[config.mk]
export PLATFORM = sky130hd
export DESIGN_NAME = pwo_lane
export DESIGN_NICKNAME = d
export VERILOG_FILES = /design/src/rtl/pwo_pkg.sv /design/src/rtl/pwo_mod_mult.sv /design/src/rtl/pwo_lane.sv
export SDC_FILE = /design/constraint.sdc
export NUM_CORES = 2
export LEC_CHECK = 0
export BUFFER_PORTS_ARGS = -buffer_cell sky130_fd_sc_hd__buf_4
export CORE_ASPECT_RATIO = 0.5
export CORE_MARGIN = 2
export CORE_UTILIZATION = 30
export DETAILED_ROUTE_END_ITERATION = 10
export PLACE_DENSITY = 0.42
export SLEW_MARGIN = 5
export SYNTH_ARGS = -nofsm -noshare
export SYNTH_HDL_FRONTEND = slang
export SYNTH_SLANG_ARGS = --single-unit
export TNS_END_PERCENT = 20
[constraint.sdc]
create_clock -name clk -period 13.4 [get_ports clk]
set_input_delay 0.67 -clock clk [delete_from_list [all_inputs] [get_ports clk]]
set_output_delay 0.67 -clock clk [all_outputs]
set_load 0.005 [all_outputs]
[src/rtl/pwo_pkg.sv]
// ====================================================================
// Pointwise-operation engine shared definitions
// Coefficient and memory word geometry, the ML-DSA modulus, pipeline
// latencies, the memory request format and the per-word lane command
// ====================================================================

package pwo_pkg;

    // ====================================================================
    // Geometry
    localparam int PWO_COEFF_W = 23;
    localparam int PWO_SLOT_W  = 24;
    localparam int PWO_LANES   = 4;
    localparam int PWO_WORD_W  = PWO_SLOT_W * PWO_LANES;
    localparam int PWO_ADDR_W  = 15;

    // ML-DSA prime, 2^23 - 2^13 + 1
    localparam logic [PWO_COEFF_W-1:0] PWO_Q = 23'd8380417;

    // ====================================================================
    // Latencies in cycles
    localparam int PWO_MULT_LATENCY = 3;
    localparam int PWO_LANE_LATENCY = 4;
    // Memory read, operand register, then the lane
    localparam int PWO_RD_TO_WR     = 1 + 1 + PWO_LANE_LATENCY;

    typedef enum logic [1:0] {
        PWO_PWM = 2'd0,
        PWO_PWA = 2'd1,
        PWO_PWS = 2'd2
    } pwo_mode_e;

    typedef enum logic [1:0] {
        RW_IDLE  = 2'b00,
        RW_READ  = 2'b01,
        RW_WRITE = 2'b10
    } pwo_rw_e;

    // Memory request, active when the code is not idle
    typedef struct packed {
        pwo_rw_e                rd_wr_en;
        logic [PWO_ADDR_W-1:0]  addr;
    } pwo_mem_req_t;

    // Command that travels with each word into the lanes
    typedef struct packed {
        logic       valid;
        pwo_mode_e  op;
        logic       acc_en;
    } pwo_cmd_t;

endpackage

[src/rtl/pwo_mod_mult.sv]
// ====================================================================
// Pipelined modular multiplier
// Registers the full product, then folds it down with
// 2^23 = 2^13 - 1 (mod q) and finishes with one conditional subtract
// ====================================================================

module pwo_mod_mult (
    input  logic                             clk,
    input  logic                             reset_n,
    input  logic [pwo_pkg::PWO_COEFF_W-1:0]  a_i,
    input  logic [pwo_pkg::PWO_COEFF_W-1:0]  b_i,
    output logic [pwo_pkg::PWO_COEFF_W-1:0]  p_o
);

    localparam int W    = pwo_pkg::PWO_COEFF_W;
    localparam int S    = 13;
    // Bounds of each fold: <2^37, <2^28, <2^24 (the last one below 2q)
    localparam int F1_W = 37;
    localparam int F2_W = 28;
    localparam int F3_W = 24;

    logic [2*W-1:0]  prod_q;
    logic [F1_W-1:0] fold1;
    logic [F2_W-1:0] fold2;
    logic [F2_W-1:0] fold2_q;
    logic [F3_W-1:0] fold3;
    logic [F3_W-1:0] fold3_red;

    // Each fold replaces hi*2^23 by hi*2^13 - hi
    always_comb begin
        fold1 = F1_W'({prod_q[2*W-1:W], S'(0)}) - F1_W'(prod_q[2*W-1:W])
              + F1_W'(prod_q[W-1:0]);
        fold2 = F2_W'({fold1[F1_W-1:W], S'(0)}) - F2_W'(fold1[F1_W-1:W])
              + F2_W'(fold1[W-1:0]);
        fold3 = F3_W'({fold2_q[F2_W-1:W], S'(0)}) - F3_W'(fold2_q[F2_W-1:W])
              + F3_W'(fold2_q[W-1:0]);
        fold3_red = fold3 - F3_W'(pwo_pkg::PWO_Q);
    end

    // Three stages, each may hold a different product
    always_ff @(posedge clk or negedge reset_n) begin
        if (!reset_n) begin
            prod_q  <= '0;
            fold2_q <= '0;
            p_o     <= '0;
        end else begin
            prod_q  <= a_i * b_i;
            fold2_q <= fold2;
            if (fold3 >= F3_W'(pwo_pkg::PWO_Q)) begin
                p_o <= fold3_red[W-1:0];
            end else begin
                p_o <= fold3[W-1:0];
            end
        end
    end

endmodule

[src/rtl/pwo_lane.sv]
// ====================================================================
// Single coefficient lane
// Multiply, add or subtract mod q with optional accumulate; all
// operations share one final modular adder so latency is constant
// ====================================================================

module pwo_lane (
    input  logic                             clk,
    input  logic                             reset_n,
    input  pwo_pkg::pwo_cmd_t                cmd_i,
    input  logic [pwo_pkg::PWO_COEFF_W-1:0]  a_i,
    input  logic [pwo_pkg::PWO_COEFF_W-1:0]  b_i,
    input  logic [pwo_pkg::PWO_COEFF_W-1:0]  c_i,
    output logic [pwo_pkg::PWO_COEFF_W-1:0]  res_o
);

    localparam int W = pwo_pkg::PWO_COEFF_W;
    localparam int D = pwo_pkg::PWO_MULT_LATENCY;

    logic [W-1:0]                 prod;
    logic [W-1:0]                 y_in;
    pwo_pkg::pwo_cmd_t [D-1:0]    cmd_sr;
    logic [D-1:0][W-1:0]          x_sr;
    logic [D-1:0][W-1:0]          y_sr;
    logic [W-1:0]                 x_fin;
    logic [W:0]                   sum;
    logic [W:0]                   sum_red;

    pwo_mod_mult u_mod_mult (
        .clk     (clk),
        .reset_n (reset_n),
        .a_i     (a_i),
        .b_i     (b_i),
        .p_o     (prod)
    );

    // Second adder operand; q - b turns subtract into add
    always_comb begin
        unique case (cmd_i.op)
            pwo_pkg::PWO_PWA: y_in = b_i;
            pwo_pkg::PWO_PWS: y_in = pwo_pkg::PWO_Q - b_i;
            default:          y_in = cmd_i.acc_en ? c_i : '0;
        endcase
    end

    // Command follows the multiplier stages
    always_ff @(posedge clk or negedge reset_n) begin
        if (!reset_n) begin
            cmd_sr <= '0;
        end else begin
            cmd_sr <= {cmd_sr[D-2:0], cmd_i};
        end
    end

    // Operands padded to the multiplier latency
    always_ff @(posedge clk) begin
        x_sr <= {x_sr[D-2:0], a_i};
        y_sr <= {y_sr[D-2:0], y_in};
    end

    // Final add, both inputs below q so one correction is enough
    always_comb begin
        x_fin   = (cmd_sr[D-1].op == pwo_pkg::PWO_PWM) ? prod : x_sr[D-1];
        sum     = {1'b0, x_fin} + {1'b0, y_sr[D-1]};
        sum_red = sum - (W+1)'(pwo_pkg::PWO_Q);
    end

    always_ff @(posedge clk) begin
        if (cmd_sr[D-1].valid) begin
            if (sum >= (W+1)'(pwo_pkg::PWO_Q)) begin
                res_o <= sum_red[W-1:0];
            end else begin
                res_o <= sum[W-1:0];
            end
        end
    end

endmodule

==> key figures <==
Floorplan
  – DIE WIDTH: between 400 and 500 µm
  – Rows: 85
  – Initial Utilization: 30.3%
  – Die ar.: ~0.11 mm²
  – Core Area: 0.108 mm²
  – Boundary pin count: a little under 100
  – Die height: 237 µm

Routing
  – Vias/cell: around 4.7
  – WL per Instance: about 19 µm
  – Final antenna-violating net count: 0
  – Final Routed Wirelength: roughly 96 mm
  – Via count of the routed design: approximately 24000
  – First-pass detailed-route iteration total: 5
  – DRC violations left: 0
  – Initial DRC Count: between 1000 and 1500

Synthesis
  – Sequential-to-total area share from yosys stat: a little under a fifth
  – Post-synth EDFFs: 23
  – Synth top area cells: fa_1 28%, ha_1 12%, dfxtp_1 8.5%
  – Synth Warn #: 0
  – Distinct cells, synth: 90
  – Area of the mapped netlist: roughly 0.033 mm²
  – Post-synthesis async set-or-reset flop share: 39.7%
  – Synth area leader: fa_1
  – Syn avg cell area: roughly 9.1 µm²
  – Post-Syn Nets: around 4400
  – Yosys top cell area share: 27.8%
  – Yosys reg bits: approximately 270
  – Synth Instances: ~3600
  – Ys flop type: dfxtp_1

Clocking
  – H-tree Lvls: 1
  – Clock-pin slew on the worst setup and hold paths: 70 ps
  – CTS sink count: 267
  – Cts bufs inserted: 29
  – PostCTS Resize Cnt: 0
  – Clock Tree Buf Depth: 3
  – CTS tree: built
  – CTS Root Cell: clkbuf_16
  – Setup Buffers After CTS: 0
  – CTS hold repair buffers: 0
  – Later-pin clock latency in the skew report: ~600 ps

STA
  – Final setup TNS: 0 ps
  – Period utilization: 55.9%
  – Crit path time final: around 7500 ps
  – Final setup fails: 0
  – Slew Viols, Final: 0
  – Final hold vios: 0
  – Clock Skew: between 30 and 40 ps
  – Relative slew slack: approximately 28%
  – Max Freq: roughly 0.13 GHz
  – Worst Tran Pin Value: approximately 1100 ps
  – RSZ-0062 raised after global routing: false

Finish
  – Layout fillers: around 11000
  – Multi-input logic area: ~0.024 mm²
  – Area Overhead vs Synth: 9.10%
  – Seq. cell area: 0.00611 mm²
  – Share of cells above drive strength 1: 6.29%
  – Nets: 4423

Global route
  – Number of global-route vias before repair: 24900
  – Global-route wire length before repair: 151 mm
  – Antenna violations before repair: 2
  – Largest net degree at the start of global routing: 65
  – GRT Residual Overflow: 0
  – All-Layer GR Usage: about 17%

Worst setup path
  – Worst R2R Start: u_mod_mult.prod_q[24]
  – Data required time of the critical path: about 14000 ps
  – Worst setup SP type: register
  – Crit path kind: reg -> reg
  – Crit-path max FO: 5
  – Reg-to-reg slack, setup: roughly 6000 ps
  – Worst Reg-to-Reg Cells: 25
  – Crit path arrival time: between 7000 and 8000 ps
  – Worst reg2reg endpoint: u_mod_mult.fold2_q[27]
  – Setup crit end kind: register

Run
  – Max cap viols: 0

Place
  – Gp weighted congestion: between 0.8 and 0.9
  – IO buf count: slightly below 100
  – Dpl hpwl: between 70 and 80 mm

Run status
  – Status: finished, final reports clean

Worst hold path
  – HP Class: in -> async
==> state kept, by name, indices dropped and copies added (netlist names) <==
| name | flops |
|---|---|
| cmd_sr | 9 |
| res_o | 23 |
| u_mod_mult.p_o | 23 |
| x_sr | 69 |
| u_mod_mult.prod_q | 46 |
| u_mod_mult.fold2_q | 28 |
| y_sr | 69 |
==> Yosys cell counts (5+ instances only) <==
library cell  number
nand3b_1           7
o31ai_1            5
fa_1             453
dfrtp_1          106
a21oi_1          142
nor2_1           113
o211ai_1          17
xnor2_1           99
and3_1            27
a211oi_1          23
xor2_1            63
o21bai_1          20
o21ai_0           89
a211o_1           11
clkbuf_1         130
nand2_1          425
nor4_1            10
nor3_1            47
ha_1             323
or2_2             11
or4_1              6
o21a_1            27
mux2i_1           14
edfxtp_1          23
o41ai_1            5
nor3b_1            6
nor3_2             6
buf_2              5
mux2_2            23
a31oi_1           20
and2_1           263
o2111ai_1          5
nand2b_1          22
nand3_1           41
nor2b_1           17
inv_1            650
a21o_1            66
o31a_1             8
or3_1             15
nand4_1            9
dfxtp_1          138
o211a_1            5
==> layout make-up <==
class | count | share of cell area [%]
Multi-Input combinational cell | 2521 | 66.1
Sequential cell | 267 | 17.1
Inverter | 651 | 6.86
Tap cell | 1435 | 5.04
Clock buffer | 36 | 2.22
Timing Repair Buffer | 102 | 2.15
Clock inverter | 18 | 0.435
Antenna cell | 2 | 0.0140
==> critical path, stage by stage, from the launching register on <==
cell and delay, ps:
dfrtp_1 320, inv_1 80, ha_1 290, ha_1 160
inv_1 60, fa_1 460, nor2b_1 110, o21ai_0 110
a2111oi_0 680, nor4b_1 200, o21ai_0 300, nand4_1 230
a311oi_1 430, a31oi_1 250, mux2i_1 190, a2111oi_1 650
buf_4 270, ha_1 250, ha_1 400, a21oi_1 90
a21oi_1 360, a41oi_1 290, a21boi_0 530, a31oi_1 220
a21oi_1 210, xor2_1 250
==> cell usage in the layout (no fill, tap or decap), types with 7 or more instances in the layout <==
cell type,n
a21oi_1,142
nor2_1,112
inv_1,650
o21a_1,27
o31a_1,8
nand2_1,425
o21ai_0,89
nor3_1,47
nor4_1,10
and3_1,27
nor2b_1,17
a211oi_1,23
fa_1,453
xnor2_1,99
mux2_2,23
nand3_1,41
and2_1,263
clkbuf_16,29
nand3b_1,7
nand2b_1,22
clkinv_2,8
dfrtp_1,106
o21bai_1,20
a21o_1,66
or2_2,11
ha_1,323
mux2i_1,14
buf_4,102
or3_1,15
a211o_1,11
dfxtp_1,138
nand4_1,9
edfxtp_1,23
a31oi_1,19
xor2_1,63
o211ai_1,17
==> layer usage <==
| layer | global-route usage, % | vias up | part of all wire [%] | wire length [µm] |
|---|---|---|---|---|
| met4 | 3.32 | 2 | 1.8 | 1710 |
| met3 | 2.26 | 80 | 4.6 | 4450 |
| met5 | 0 | - | 0.016 | 15 |
| met2 | 28.2 | 446 | 46 | 44100 |
| li1 | - | 11300 | - | - |
| met1 | 24.9 | 11900 | 48 | 45600 |
==> per-stage QoR <==
stage / worst slack (ps) / utilization, % / cells / area, µm² / hold WS, ps
after global routing: 5330 / 33.1 / 5030 / 35600 / 91.8
after global placement: 5380 / 32.2 / 4976 / 34700 / 312
after detailed placement: 5350 / 32.2 / 4976 / 34700 / 312
after floorplan: 5840 / - / 3580 / 32700 / 310
after CTS: 5950 / 33.1 / 5030 / 35600 / 45.4
final: 5900 / 33.1 / 5032 / 35600 / 61.9
==> logic make-up (layout without fill, tap and decap cells) <==
kind of cell | count (synthesis) | after routing | share of synthesized area [%]
flip-flops | 267 | 267 | 18.7
AND/OR/NAND/NOR | 1048 | 1048 | 16.2
other | 0 | 2 | 0
AO/OA/AOI/OAI | 498 | 498 | 10.2
multiplexers | 37 | 37 | 1.22
XOR/XNOR | 162 | 162 | 4.34
buffers and inverters | 792 | 807 | 9.17
adder cells (fa/ha/maj) | 776 | 776 | 40.1
==> worst max path at each step <==
stage	from	slack (ps)	cells after the start	endpoint
floorplan	b_i[5]	5840	25	u_mod_mult.prod_q[43]
global placement	b_i[2]	5380	24	u_mod_mult.prod_q[39]
detailed placement	b_i[2]	5350	24	u_mod_mult.prod_q[39]
CTS	u_mod_mult.prod_q[24]	5950	27	u_mod_mult.fold2_q[27]
global route	u_mod_mult.prod_q[24]	5330	28	u_mod_mult.fold2_q[27]
finish	u_mod_mult.prod_q[24]	5900	25	u_mod_mult.fold2_q[27]
Power is left out: the tool's default activity adds up to more than one toggle a clock period on the data nets, which glitch-free logic cannot reach.
