==> src/rtl/pwo_pkg.sv <==
// ====================================================================
// Pointwise-operation engine shared definitions
// Coefficient and memory word geometry, the ML-DSA modulus, pipeline
// latencies, the memory request format and the per-word lane command
// ====================================================================

package pwo_pkg;

    // ====================================================================
    // Geometry
    localparam int PWO_COEFF_W = 23;
    localparam int PWO_SLOT_W  = 24;
    localparam int PWO_LANES   = 4;
    localparam int PWO_WORD_W  = PWO_SLOT_W * PWO_LANES;
    localparam int PWO_ADDR_W  = 15;

    // ML-DSA prime, 2^23 - 2^13 + 1
    localparam logic [PWO_COEFF_W-1:0] PWO_Q = 23'd8380417;

    // ====================================================================
    // Latencies in cycles
    localparam int PWO_MULT_LATENCY = 3;
    localparam int PWO_LANE_LATENCY = 4;
    // Memory read, operand register, then the lane
    localparam int PWO_RD_TO_WR     = 1 + 1 + PWO_LANE_LATENCY;

    typedef enum logic [1:0] {
        PWO_PWM = 2'd0,
        PWO_PWA = 2'd1,
        PWO_PWS = 2'd2
    } pwo_mode_e;

    typedef enum logic [1:0] {
        RW_IDLE  = 2'b00,
        RW_READ  = 2'b01,
        RW_WRITE = 2'b10
    } pwo_rw_e;

    // Memory request, active when the code is not idle
    typedef struct packed {
        pwo_rw_e                rd_wr_en;
        logic [PWO_ADDR_W-1:0]  addr;
    } pwo_mem_req_t;

    // Command that travels with each word into the lanes
    typedef struct packed {
        logic       valid;
        pwo_mode_e  op;
        logic       acc_en;
    } pwo_cmd_t;

endpackage

==> src/rtl/pwo_ctrl.sv <==
// ====================================================================
// Pointwise-operation sequencer
// Latches the operation on start, issues one read per cycle, and
// lines up the lane command and the c write with each word in flight
// ====================================================================

module pwo_ctrl #(
    parameter int NUM_WORDS = 64
) (
    input  logic                            clk,
    input  logic                            reset_n,
    input  logic                            enable_i,
    input  pwo_pkg::pwo_mode_e              mode_i,
    input  logic                            accumulate_i,
    input  logic [pwo_pkg::PWO_ADDR_W-1:0]  a_base_i,
    input  logic [pwo_pkg::PWO_ADDR_W-1:0]  b_base_i,
    input  logic [pwo_pkg::PWO_ADDR_W-1:0]  c_base_i,
    output pwo_pkg::pwo_mem_req_t           a_rd_req_o,
    output pwo_pkg::pwo_mem_req_t           b_rd_req_o,
    output pwo_pkg::pwo_mem_req_t           c_rd_req_o,
    output pwo_pkg::pwo_mem_req_t           c_wr_req_o,
    output pwo_pkg::pwo_cmd_t               cmd_o,
    output logic                            busy_o,
    output logic                            done_o
);

    localparam int AW      = pwo_pkg::PWO_ADDR_W;
    localparam int IDX_W   = (NUM_WORDS > 1) ? $clog2(NUM_WORDS) : 1;
    localparam int DLY     = pwo_pkg::PWO_RD_TO_WR;
    // Read data lands one cycle later, then the operand register
    localparam int CMD_TAP = 1;
    localparam logic [IDX_W-1:0] LAST_IDX = IDX_W'(NUM_WORDS - 1);

    logic                      start;
    logic                      last_wr;
    logic                      issue_q;
    logic                      acc_q;
    pwo_pkg::pwo_mode_e        mode_q;
    logic [IDX_W-1:0]          cnt_q;
    logic [AW-1:0]             a_base_q;
    logic [AW-1:0]             b_base_q;
    logic [AW-1:0]             c_base_q;
    logic [DLY-1:0]            vld_sr;
    logic [DLY-1:0][IDX_W-1:0] idx_sr;

    assign start   = enable_i && !busy_o;
    assign last_wr = vld_sr[DLY-1] && (idx_sr[DLY-1] == LAST_IDX);

    // ====================================================================
    // Start, word issue and completion
    always_ff @(posedge clk or negedge reset_n) begin
        if (!reset_n) begin
            busy_o  <= 1'b0;
            done_o  <= 1'b0;
            issue_q <= 1'b0;
            acc_q   <= 1'b0;
            mode_q  <= pwo_pkg::PWO_PWM;
            cnt_q   <= '0;
            vld_sr  <= '0;
        end else begin
            done_o <= last_wr;
            vld_sr <= {vld_sr[DLY-2:0], issue_q};
            if (start) begin
                busy_o  <= 1'b1;
                issue_q <= 1'b1;
                cnt_q   <= '0;
                mode_q  <= mode_i;
                // Accumulate only has a meaning for multiply
                acc_q   <= accumulate_i && (mode_i == pwo_pkg::PWO_PWM);
            end else begin
                if (issue_q) begin
                    cnt_q <= cnt_q + 1'b1;
                    if (cnt_q == LAST_IDX) begin
                        issue_q <= 1'b0;
                    end
                end
                if (last_wr) begin
                    busy_o <= 1'b0;
                end
            end
        end
    end

    always_ff @(posedge clk) begin
        if (start) begin
            a_base_q <= a_base_i;
            b_base_q <= b_base_i;
            c_base_q <= c_base_i;
        end
        idx_sr <= {idx_sr[DLY-2:0], cnt_q};
    end

    // ====================================================================
    // Memory requests and lane command
    always_comb begin
        a_rd_req_o.rd_wr_en = issue_q ? pwo_pkg::RW_READ : pwo_pkg::RW_IDLE;
        a_rd_req_o.addr     = a_base_q + AW'(cnt_q);
        b_rd_req_o.rd_wr_en = issue_q ? pwo_pkg::RW_READ : pwo_pkg::RW_IDLE;
        b_rd_req_o.addr     = b_base_q + AW'(cnt_q);
        c_rd_req_o.rd_wr_en = (issue_q && acc_q) ? pwo_pkg::RW_READ : pwo_pkg::RW_IDLE;
        c_rd_req_o.addr     = c_base_q + AW'(cnt_q);
        c_wr_req_o.rd_wr_en = vld_sr[DLY-1] ? pwo_pkg::RW_WRITE : pwo_pkg::RW_IDLE;
        c_wr_req_o.addr     = c_base_q + AW'(idx_sr[DLY-1]);
        cmd_o.valid         = vld_sr[CMD_TAP];
        cmd_o.op            = mode_q;
        cmd_o.acc_en        = acc_q;
    end

endmodule

==> config.mk <==
export PLATFORM = sky130hd
export DESIGN_NAME = pwo_ctrl
export DESIGN_NICKNAME = d
export VERILOG_FILES = /design/src/rtl/pwo_pkg.sv /design/src/rtl/pwo_ctrl.sv
export SDC_FILE = /design/constraint.sdc
export NUM_CORES = 1
export LEC_CHECK = 0
export ABC_AREA = 1
export BUFFER_PORTS_ARGS = -buffer_cell sky130_fd_sc_hd__clkbuf_2
export CORE_ASPECT_RATIO = 0.8
export CORE_MARGIN = 8
export CORE_UTILIZATION = 24
export CTS_CLUSTER_SIZE = 20
export DETAILED_ROUTE_END_ITERATION = 12
export HOLD_SLACK_MARGIN = 0.03
export PLACE_DENSITY = 0.46
export RECOVER_POWER = 100
export SETUP_SLACK_MARGIN = 0.02
export SKIP_LAST_GASP = 1
export SYNTH_ARGS = -nofsm -noshare
export SYNTH_HDL_FRONTEND = slang
export SYNTH_SLANG_ARGS = --single-unit
==> constraint.sdc <==
create_clock -name clk -period 7.6 [get_ports clk]
set_input_delay 0.76 -clock clk [delete_from_list [all_inputs] [get_ports clk]]
set_output_delay 0.76 -clock clk [all_outputs]
set_load 0.01 [all_outputs]
==> results of run 1 <==
-- metrics by stage --
step / area [um^2] / utilization (%)
finish: 5950 / 29.9
global route: 5950 / 29.9
CTS: 6050 / 30.4
detailed placement: 5760 / 28.9
global placement: 5760 / 28.9
floorplan: 4910 / -
-- sequential cells by signal (all words and copies together), names as in the netlist --
| register | flops |
|---|---|
| cnt_q | 6 |
| vld_sr | 6 |
| c_base_q | 15 |
| a_base_q | 15 |
| issue_q | 1 |
| acc_q | 1 |
| busy_o | 1 |
| done_o | 1 |
| mode_q | 2 |
| idx_sr | 36 |
| b_base_q | 15 |
-- worst register-to-register path, stage by stage, from the launching register on --
cell and delay (ns):
dfrtp_1 0.42, nor2_4 0.11, clkbuf_1 2.14, inv_1 0.86, or2_0 0.47, o21a_1 0.12
-- cells in the mapped netlist --
cell type,n,share of area [%]
nand2_1,167,13
inv_1,70,5.4
nand3_1,50,5.1
edfxtp_1,45,28
nor2_1,44,3.4
dfxtp_1,36,15
ha_1,25,6.4
xor2_1,21,3.8
dfrtp_1,18,9.2
a21oi_1,13,1.3
buf_4,9,1.4
o21ai_0,8,0.82
nand4_1,5,0.64
fa_1,4,1.6
nand3b_1,4,0.61
or2_1,4,0.51
and2_1,3,0.38
nand2_2,3,0.38
nand3_2,3,0.61
nor2_2,3,0.38
nor3_1,2,0.20
nor3b_1,2,0.31
or2_0,2,0.26
xnor2_1,2,0.36
a21o_1,1,0.15
buf_2,1,0.10
buf_6,1,0.23
clkbuf_2,1,0.10
conb_1,1,0.077
inv_2,1,0.077
nor3_2,1,0.20
nor3_4,1,0.33
o21a_1,1,0.15
o21ai_1,1,0.10
o21bai_1,1,0.15
o221ai_1,1,0.18
-- metal layers --
layer | wire (um) | up-vias
met1 | 6520 | 1636
met4 | 42 | 0
li1 | - | 2008
met3 | 1060 | 4
met2 | 5150 | 99
met5 | 0 | -
-- power groups by stage --
stage               clock network [W]  registers [W]  logic [W]
CTS                          0.000465       0.000869    0.00109
finish                       0.000446       0.000866    0.00100
floorplan                           0       0.000823   0.000701
global route                 0.000487       0.000895    0.00115
detailed placement                  0       0.000880    0.00108
global placement                    0       0.000876    0.00109
-- cell usage in the layout, fill, tap and decap left out, types with 2 or more instances in the layout --
cell	n
xor2_1	21
conb_1	4
clkbuf_2	54
clkbuf_16	9
nor3b_1	2
nor3_1	2
fa_1	4
nand3_1	53
inv_6	3
nand4_1	5
xnor2_1	2
or2_1	3
or2_0	3
inv_1	71
and2_0	3
nand3b_1	4
nor2_2	3
dfrtp_1	18
ha_1	25
nand2_2	3
clkbuf_1	67
edfxtp_1	45
nand2_1	167
nor2_1	43
dfxtp_1	36
o21ai_0	8
a21oi_1	13
-- how the worst max path moves through the flow --
stage          slack (ns)            startpoint  cells past startpoint                     to
2_1_floorplan        4.16              enable_i                      5  mode_q[0]$_DFFE_PN0P_
3_3_place_gp         4.96  cnt_q[0]$_DFFE_PN0P_                     10         b_rd_req_o[14]
3_5_place_dp         4.92  cnt_q[1]$_DFFE_PN0P_                      9          c_rd_req_o[8]
4_1_cts              4.52  cnt_q[1]$_DFFE_PN0P_                      9          c_rd_req_o[8]
5_1_grt              2.71              enable_i                      7  mode_q[0]$_DFFE_PN0P_
6_report             3.29              enable_i                      7  mode_q[0]$_DFFE_PN0P_
-- layout make-up --
type / count / area (um^2)
clock buffer: 10 / 239
clock inverter: 6 / 45.0
fill: 2175 / 14000
inverter: 71 / 267
multi-input combinational: 376 / 2020
sequential: 99 / 2520
tap: 264 / 330
timing repair buffer: 121 / 522
-- kinds of logic after synthesis --
| family | after synthesis |
|---|---|
| compound gates | 26 |
| xor+xnor | 23 |
| fa+ha+maj | 29 |
| buf+inv | 83 |
| flops | 99 |
| other cells | 1 |
| simple gates | 294 |
==> summary.txt, run 1 <==
Die
  – Number of placement rows: 46
  – Die span in x: 176 um
  – Core area: 19,900 um^2
  – Ports: 125
  – Die H: 144 um
  – Die area: 25,300 um^2
  – Initial Util: 24.6%

Synthesis
  – Post-Synth XOR/XNOR Area: 4.11%
  – Cells after Synth: 555
  – Netlist cell types: 36
  – Mapped Area: 4900 um^2
  – Yosys warns: 0
  – Post-synthesis mux area share: 0%
  – Post-synthesis sequential area ratio: 51.5%
  – Synth Area in Compound Gates: 2.89%
  – Largest family of logic cells by synthesized area: simple AND/OR/NAND/NOR gates
  – Simple-Gate Fraction of Synth Area: 26.1%
  – Adder-cell area share of the yosys netlist: 8.02%
  – FF+latch count, synth: 99
  – Avg Cell Area, Syn: 8.82 um^2

Setup path
  – Worst EP arrival: 4.53 ns
  – Cell family with most CP delay: buffers and inverters
  – Reg2reg end: mode_q[0]$_DFFE_PN0P_
  – Most common cell on crit path: inv_1
  – CP Launch Type: primary input
  – Critical path's slowest cell: clkbuf_1
  – R2r worst-path depth: 5
  – Chain of cells forming the critical path: clkbuf_2 -> inv_1 -> nor2_4 -> clkbuf_1 -> inv_1 -> or2_0 -> o21a_1
  – R2r setup slk: 3.37 ns
  – Worst path buffer plus inverter count: 4
  – WP data required: 7.83 ns
  – CP Max Fanout: 48
  – Reg2reg start: busy_o$_DFFE_PN0P_
  – Endpoint class of the critical path: flop
  – Setup CP Type: in -> reg
  – Max stage delay on crit path: 2.14 ns

Final layout
  – Nets: 758
  – Diode count: 0
  – Layout cells sized above 1: 11.6%
  – Fin cells: 947
  – Area Overhead vs Synth: 21.5%

Place
  – Final HPWL DP: 9.97 mm
  – IO buf count: 120
  – RePlAce Congestion: 0.766
  – Placement Setup Slack: 4.92 ns
  – Number of placed cells counting well taps: 931

Detailed routing
  – Final WL: 12.8 mm
  – Antenna-violating nets left: 0
  – Vias per cell: 3.96
  – Pre-antenna DRT Iters: 4
  – Wire per inst: 13.5 um
  – DRC viols: 0
  – DR vias: 3,747
  – 1st-iter DRT viols: 185

Worst hold path
  – Hold depth: 0
  – Hold Path Sink: idx_sr[9]$_DFF_P_
  – Hold crit path type: reg -> reg
  – Hold path start: idx_sr[3]$_DFF_P_

Global route
  – All-Layer GR Usage: 10.2%
  – Met1 GRT Util: 14.1%
  – Vias in the first global route: 3,679
  – Largest net degree at the start of global routing: 49
  – Global Route met3 Usage: 4.48%
  – First-pass GRT wire length: 20.1 mm
  – Grt total ovfl: 0
  – Antenna violations before repair: 0
  – Busiest grt layer: met2
  – Met2 usage: 14.5%

Pwr
  – Pwr Total: 0.00231 W
  – Power per Cell Area: 389 nW/um^2
  – Worst vdd ir: 0.158 mV
  – NetSw: 0.000991 W
  – Clock Power Share: 19.3%
  – Int Pwr: 0.00132 W
  – Net Sw Frac: 42.9%
  – Flop pwr share: 37.5%
  – Combinational share of power: 43.3%
  – Pleak: 2.79 nW

Timing
  – Max frequency: 232 MHz
  – RSZ-0062 raised after global routing: no
  – Layout Skew: 0.00840 ns
  – Worst hold slack: 0.320 ns
  – Final worst setup slack: 3.29 ns
  – Final hold violations: 0
  – Final Cycle Share: 56.7%
  – Relative slew slack: -102%
  – Final Setup Violations: 0
  – Worst-Margin Slew: 3.04 ns
  – Max-slew violations: 49
  – Final setup TNS: 0 ns
  – Tmin final: 4.31 ns

Clock network
  – CTS tree: built
  – Root buffer cell: clkbuf_16
  – CTS Buf Count: 9
  – # resized after CTS: 0
  – CTS H-tree depth: 3
  – CTS Sinks: 99
  – Clock latency on the worst-skew pair: 0.35 ns
  – Reg clk slew, reported paths: 0.07 ns
  – Post-CTS Hold Buffers: 0
  – Post-CTS Setup Bufs: 0
  – Clock buffer depth: 2

Run
  – Max-cap viol count: 1

Status
  – Failing checks: capacitance limit, slew limit
  – Status: finished, violations left
Note: power is estimated with default switching activity, not from simulation.
==> run 2: changes to the inputs <==
Clock period 7.6 ns to 4.3 ns, I/O delays scaled along.
==> run 2 against run 1 <==
Against the previous run: non-clock buffer count stayed put; die area unchanged; register-to-register slack worse by 1.1 ns; the flow now finishes without violations; flip-flop and latch count did not move; sequential power increased by 77%; first-iteration DRC count up 32%; clock power is 65% higher; power grew 75%; count of clock-buffer cells in the layout up 4; critical path depth rose by 2.
==> summary.txt, run 2 (synthesized netlist as in run 1, its figures left out) <==
Status
  – Status: finished clean

Clock network
  – Post-CTS Hold Buffers: 0 (unchanged)
  – CTS Sinks: 99 (unchanged)
  – CTS H-tree depth: 3 (unchanged)
  – Clock latency on the worst-skew pair: 0.35 ns (about the same)
  – CTS tree: built
  – Root buffer cell: clkbuf_16
  – Clock buffer depth: 2 (unchanged)
  – CTS Buf Count: 9 (unchanged)
  – # resized after CTS: 0 (unchanged)
  – Reg clk slew, reported paths: 0.07 ns (about the same)
  – Post-CTS Setup Bufs: 0 (unchanged)

Place
  – Final HPWL DP: 10.0 mm (+0.48%)
  – IO buf count: 120 (unchanged)
  – RePlAce Congestion: 0.767 (+0.10%)
  – Placement Setup Slack: 1.95 ns (-2.97 ns)
  – Placed Area: 5760 um^2 (unchanged)

Timing
  – Layout Skew: 0.00854 ns (+0.000140 ns)
  – Final Setup Violations: 0 (unchanged)
  – Final worst setup slack: 1.54 ns (-1.75 ns)
  – Max-slew violations: 0 (-100%)
  – Final Cycle Share: 64.2%
  – Worst hold slack: 0.250 ns (-0.0697 ns)
  – Relative slew slack: 29.9% (+130 points)
  – Max frequency: 362 MHz
  – Final setup TNS: 0 ns (unchanged)
  – Tmin final: 2.76 ns
  – Worst-Margin Slew: 1.05 ns (-1.98 ns)
  – Final hold violations: 0 (unchanged)
  – RSZ-0062 raised after global routing: no

Global route
  – Busiest grt layer: met2
  – Met2 usage: 14.8% (+0.30 points)
  – Grt total ovfl: 0 (unchanged)
  – Global Route met3 Usage: 4.33% (-0.16 points)
  – First-pass GRT wire length: 20.0 mm (-0.24%)
  – Largest net degree at the start of global routing: 49 (unchanged)
  – Met1 GRT Util: 13.7% (-0.36 points)
  – Antenna violations before repair: 0 (unchanged)
  – Vias in the first global route: 3,777 (+2.7%)
  – All-Layer GR Usage: 10.2% (+0.025 points)

Detailed routing
  – Wire per inst: 13.6 um (+0.52%)
  – Final WL: 12.8 mm (+0.52%)
  – DRC viols: 0 (unchanged)
  – Pre-antenna DRT Iters: 4 (unchanged)
  – DR vias: 3,803 (+1.5%)
  – Antenna-violating nets left: 0 (unchanged)
  – 1st-iter DRT viols: 244 (+32%)
  – Vias per cell: 4.02 (+1.5%)

Pwr
  – Power per Cell Area: 683 nW/um^2 (+76%)
  – Worst vdd ir: 0.303 mV (+92%)
  – Pleak: 2.78 nW (-0.56%)

Final layout
  – Fin area: 5920 um^2 (-0.40%)
  – Diode count: 0 (unchanged)
  – Layout cells sized above 1: 11.1% (-0.44 points)
  – Biggest register: idx_sr
  – Area Overhead vs Synth: 21.0%
  – Nets: 758 (unchanged)
  – Final core utilization: 29.7% (-0.12 points)
  – Filler instances: 2,202 (+1.2%)
  – Commonest non-fill, non-tap cell in the layout: nand2_1
  – Most frequent cells in the layout: nand2_1, clkbuf_1, inv_1, clkbuf_2, nand3_1
  – Max FFs per register: 36 (unchanged)

Setup path
  – WP data required: 3.87 ns (-3.96 ns)
  – CP Max Fanout: 7 (-85%)
  – R2r worst-path depth: 5 (unchanged)
  – CP Launch Type: flop
  – Setup CP Type: reg -> out
  – Endpoint class of the critical path: output pin
  – Worst EP arrival: 2.33 ns (-2.20 ns)

Die
  – Die H: 144 um (unchanged)
  – Die span in x: 176 um (unchanged)
  – Core area: 19,900 um^2 (unchanged)
  – Initial Util: 24.6% (unchanged)
  – Ports: 125 (unchanged)
  – Die area: 25,300 um^2 (unchanged)
  – Number of placement rows: 46 (unchanged)

Run
  – Max-cap viol count: 0 (-1)

Worst hold path
  – Hold crit path type: in -> async
==> run 2: path summary, 6_finish.rpt <==
check                                     start                     end  slack [ns]
hold reg to reg              idx_sr[10]$_DFF_P_      idx_sr[16]$_DFF_P_        0.32
setup reg to reg             busy_o$_DFFE_PN0P_   mode_q[0]$_DFFE_PN0P_        2.25
hold / removal                          reset_n    cnt_q[1]$_DFFE_PN0P_        0.25
setup / recovery           cnt_q[0]$_DFFE_PN0P_          c_rd_req_o[12]        1.54
min in group clk                   c_base_i[12]  c_base_q[12]$_DFFE_PP_        0.26
max in group asynchronous               reset_n      busy_o$_DFFE_PN0P_        3.41
==> run 2: critical path, stage by stage, from the launching register on <==
cell and delay, ns:
dfrtp_1 0.51, ha_1 0.25, inv_1 0.06, fa_1 0.39, inv_1 0.09, nand2_1 0.06, nand3_1 0.24, nand4_1 0.12
nand2_1 0.10, clkbuf_1 0.16
==> run 2: where the power goes <==
part	leakage [nW]	switching (W)	total (W)	internal (W)
combinational	1.74	0.00116	0.00178	0.000621
sequential	0.911	0.000228	0.00153	0.00130
clock	0.126	0.000341	0.000736	0.000395
==> run 2: cell type report <==
type / count / area [um^2] / area share (%)
clock buffers: 14 / 244 / 4.12
clock inverters: 2 / 12.5 / 0.211
inverters: 71 / 267 / 4.50
multi-input cells: 376 / 2020 / 34.1
flip-flops and latches: 99 / 2520 / 42.6
well taps: 264 / 330 / 5.58
repair buffers: 121 / 526 / 8.87
==> run 2: per-stage QoR <==
| step | total power [W] | cells |
|---|---|---|
| finish | 0.00405 | 947 |
| global route | 0.00442 | 947 |
| CTS | 0.00424 | 947 |
| detailed placement | 0.00347 | 931 |
| global placement | 0.00348 | 931 |
| floorplan | 0.00269 | 558 |
==> run 2: layer usage <==
metal	wire [um]	part of all wire, %	vias to the layer above
met5	0	0	-
met4	142	1.1	0
met3	930	7.2	10
met2	5280	41	97
met1	6490	51	1685
li1	-	-	2011
==> run 3: changes to the inputs <==
Clock period 4.3 ns to 2.7 ns, I/O delays scaled along.
==> run 3 against run 2 <==
Against the previous run: power increased by 62%; critical path depth increased by 1; setup slack worse by 1.4 ns; non-clock buffer count is 3 higher; sequential power is 59% higher; clock power increased by 70%; cell area grew 1.0%; register-to-register slack got worse by 1.5 ns; combinational power rose by 61%; global-route usage fell by 0.13 points; critical path type unchanged; largest cell class unchanged.
==> summary.txt, run 3 (synthesized netlist as in run 1, its figures left out) <==
Status
  – Status: finished clean

Die
  – Die span in x: 176 um (unchanged)
  – Core area: 19,900 um^2 (unchanged)
  – Die H: 144 um (unchanged)
  – Number of placement rows: 46 (unchanged)
  – Initial Util: 24.6% (unchanged)
  – Die area: 25,300 um^2 (unchanged)
  – Ports: 125 (unchanged)

Pwr
  – Net Sw Frac: 43.1% (+0.31 points)
  – Int Pwr: 0.00372 W (+61%)
  – Flop pwr share: 37.2% (-0.6 points)
  – Power per Cell Area: 1090 nW/um^2 (+60%)
  – Pleak: 2.82 nW (+1.5%)
  – Combinational share of power: 43.7% (-0.3 points)
  – NetSw: 0.00282 W (+63%)
  – Worst vdd ir: 0.420 mV (+39%)
  – Clock Power Share: 19.1% (+0.9 points)

Place
  – Number of placed cells counting well taps: 932 (+0.11%)
  – IO buf count: 120 (unchanged)
  – RePlAce Congestion: 0.788 (+2.8%)
  – Final HPWL DP: 9.99 mm (-0.25%)

Setup path
  – WP data required: 2.43 ns (-1.44 ns)
  – Worst EP arrival: 2.27 ns (-0.06 ns)
  – CP Max Fanout: 6 (-1)
  – CP Launch Type: flop
  – CP startpoint: cnt_q[0]$_DFFE_PN0P_
  – Reg2reg start: busy_o$_DFFE_PN0P_
  – Endpoint class of the critical path: output pin
  – Setup CP Type: reg -> out

Detailed routing
  – Final WL: 12.6 mm (-2.0%)
  – 1st-iter DRT viols: 236 (-3.3%)
  – Vias per cell: 4.01 (-0.16%)
  – DRC viols: 0 (unchanged)
  – Wire per inst: 13.2 um (-2.3%)
  – DR vias: 3,809 (+0.16%)
  – Antenna-violating nets left: 0 (unchanged)
  – Pre-antenna DRT Iters: 4 (unchanged)

Run
  – Max-cap viol count: 0 (unchanged)

Timing
  – Final Setup Violations: 0 (unchanged)
  – Layout Skew: 0.00911 ns (+0.000572 ns)
  – RSZ-0062 raised after global routing: yes
  – Worst-Margin Slew: 1.31 ns (+0.263 ns)
  – Relative slew slack: 12.4% (-18 points)
  – Worst hold slack: 0.0915 ns (-0.159 ns)
  – Tmin final: 2.54 ns
  – Max-slew violations: 0 (unchanged)
  – Final Cycle Share: 94.0%
  – Final setup TNS: 0 ns (unchanged)
  – Final hold violations: 0 (unchanged)
  – Max frequency: 394 MHz

Final layout
  – Area Overhead vs Synth: 22.2%
  – Commonest non-fill, non-tap cell in the layout: nand2_1
  – Nets: 761 (+0.40%)
  – Biggest register: idx_sr
  – Most frequent cells in the layout: nand2_1, inv_1, clkbuf_1, clkbuf_2, nand3_1
  – Fin cells: 950 (+0.32%)
  – Diode count: 0 (unchanged)
  – Max FFs per register: 36 (unchanged)
  – Layout cells sized above 1: 12.8% (+1.7 points)

Clock network
  – CTS Buf Count: 9 (unchanged)
  – CTS H-tree depth: 3 (unchanged)
  – CTS Sinks: 99 (unchanged)
  – Clock buffer depth: 2 (unchanged)
  – Root buffer cell: clkbuf_16
  – CTS tree: built
  – Clock latency on the worst-skew pair: 0.35 ns (about the same)
  – Reg clk slew, reported paths: 0.08 ns (about the same)

Global route
  – First-pass GRT wire length: 20.0 mm (-0.34%)
  – Met2 usage: 14.8% (-0.061 points)
  – Met1 GRT Util: 13.5% (-0.21 points)
  – Antenna violations before repair: 2 (+2)
  – All-Layer GR Usage: 10.1% (-0.13 points)
  – Grt total ovfl: 0 (unchanged)
  – Global Route met3 Usage: 4.07% (-0.26 points)
  – Busiest grt layer: met2
  – Vias in the first global route: 3,792 (+0.40%)
  – Largest net degree at the start of global routing: 48 (-2.0%)

Worst hold path
  – Hold path start: b_base_i[8]
  – Hold crit path type: in -> reg
-- run 3: final timing paths --
path,to,slack [ns],cells after the start
worst max-delay path,b_rd_req_o[14],0.16,10
worst min-delay path,b_base_q[8]$_DFFE_PP_,0.09,1
worst max register to register,a_base_q[1]$_DFFE_PP_,0.78,2
worst min register to register,idx_sr[10]$_DFF_P_,0.32,0
max in group asynchronous,cnt_q[1]$_DFFE_PN0P_,1.36,2
min in group asynchronous,mode_q[1]$_DFFE_PN0P_,0.63,2
-- run 3: power groups by stage --
stage               logic, W  clock network, W  registers (W)
floorplan            0.00197                 0        0.00232
global placement     0.00306                 0        0.00247
detailed placement   0.00305                 0        0.00248
CTS                  0.00307           0.00132        0.00244
global route         0.00326           0.00137        0.00250
finish               0.00286           0.00125        0.00243
-- run 3: stage by stage --
stage | setup WS, ns | power [W] | util [%] | area (um^2)
floorplan | 0.420 | 0.00429 | - | 4910
global placement | 0.529 | 0.00553 | 29.0 | 5770
detailed placement | 0.496 | 0.00553 | 29.0 | 5770
CTS | 0.0802 | 0.00684 | 30.4 | 6060
global route | 0.0214 | 0.00714 | 30.0 | 5980
finish | 0.161 | 0.00654 | 30.0 | 5980
-- run 3: timing repair --
| action | in CTS | in global routing |
|---|---|---|
| gates resized for setup | 0 | 3 |
| endpoints found under the setup margin | 0 | 13 |
| setup buffers | 0 | 1 |
| hold buffers | 1 | 0 |
| endpoints found under the hold margin | 18 | 0 |
-- run 3: layout make-up --
type,count,area (um^2)
Multi-Input combinational cell,376,2030
Timing Repair Buffer,124,548
Clock buffer,10,229
Clock inverter,6,52.6
Tap cell,264,330
Inverter,71,267
Fill cell,2211,13900
Sequential cell,99,2520
-- run 3: per-layer routing --
metal	part of all wire (%)	routed length, um
met5	0.19	24
met4	1.0	132
met3	7.3	923
met1	50	6330
met2	41	5170
-- run 3: critical path: stages (launching register included) --
cell and delay [ns]:
dfrtp_2 0.47, ha_1 0.25, fa_1 0.43, nand3_1 0.11, nand2_1 0.11, nand2_1 0.08, nand2_1 0.14, nand2_1 0.11
nand2_1 0.05, nand2_1 0.05, clkbuf_2 0.13
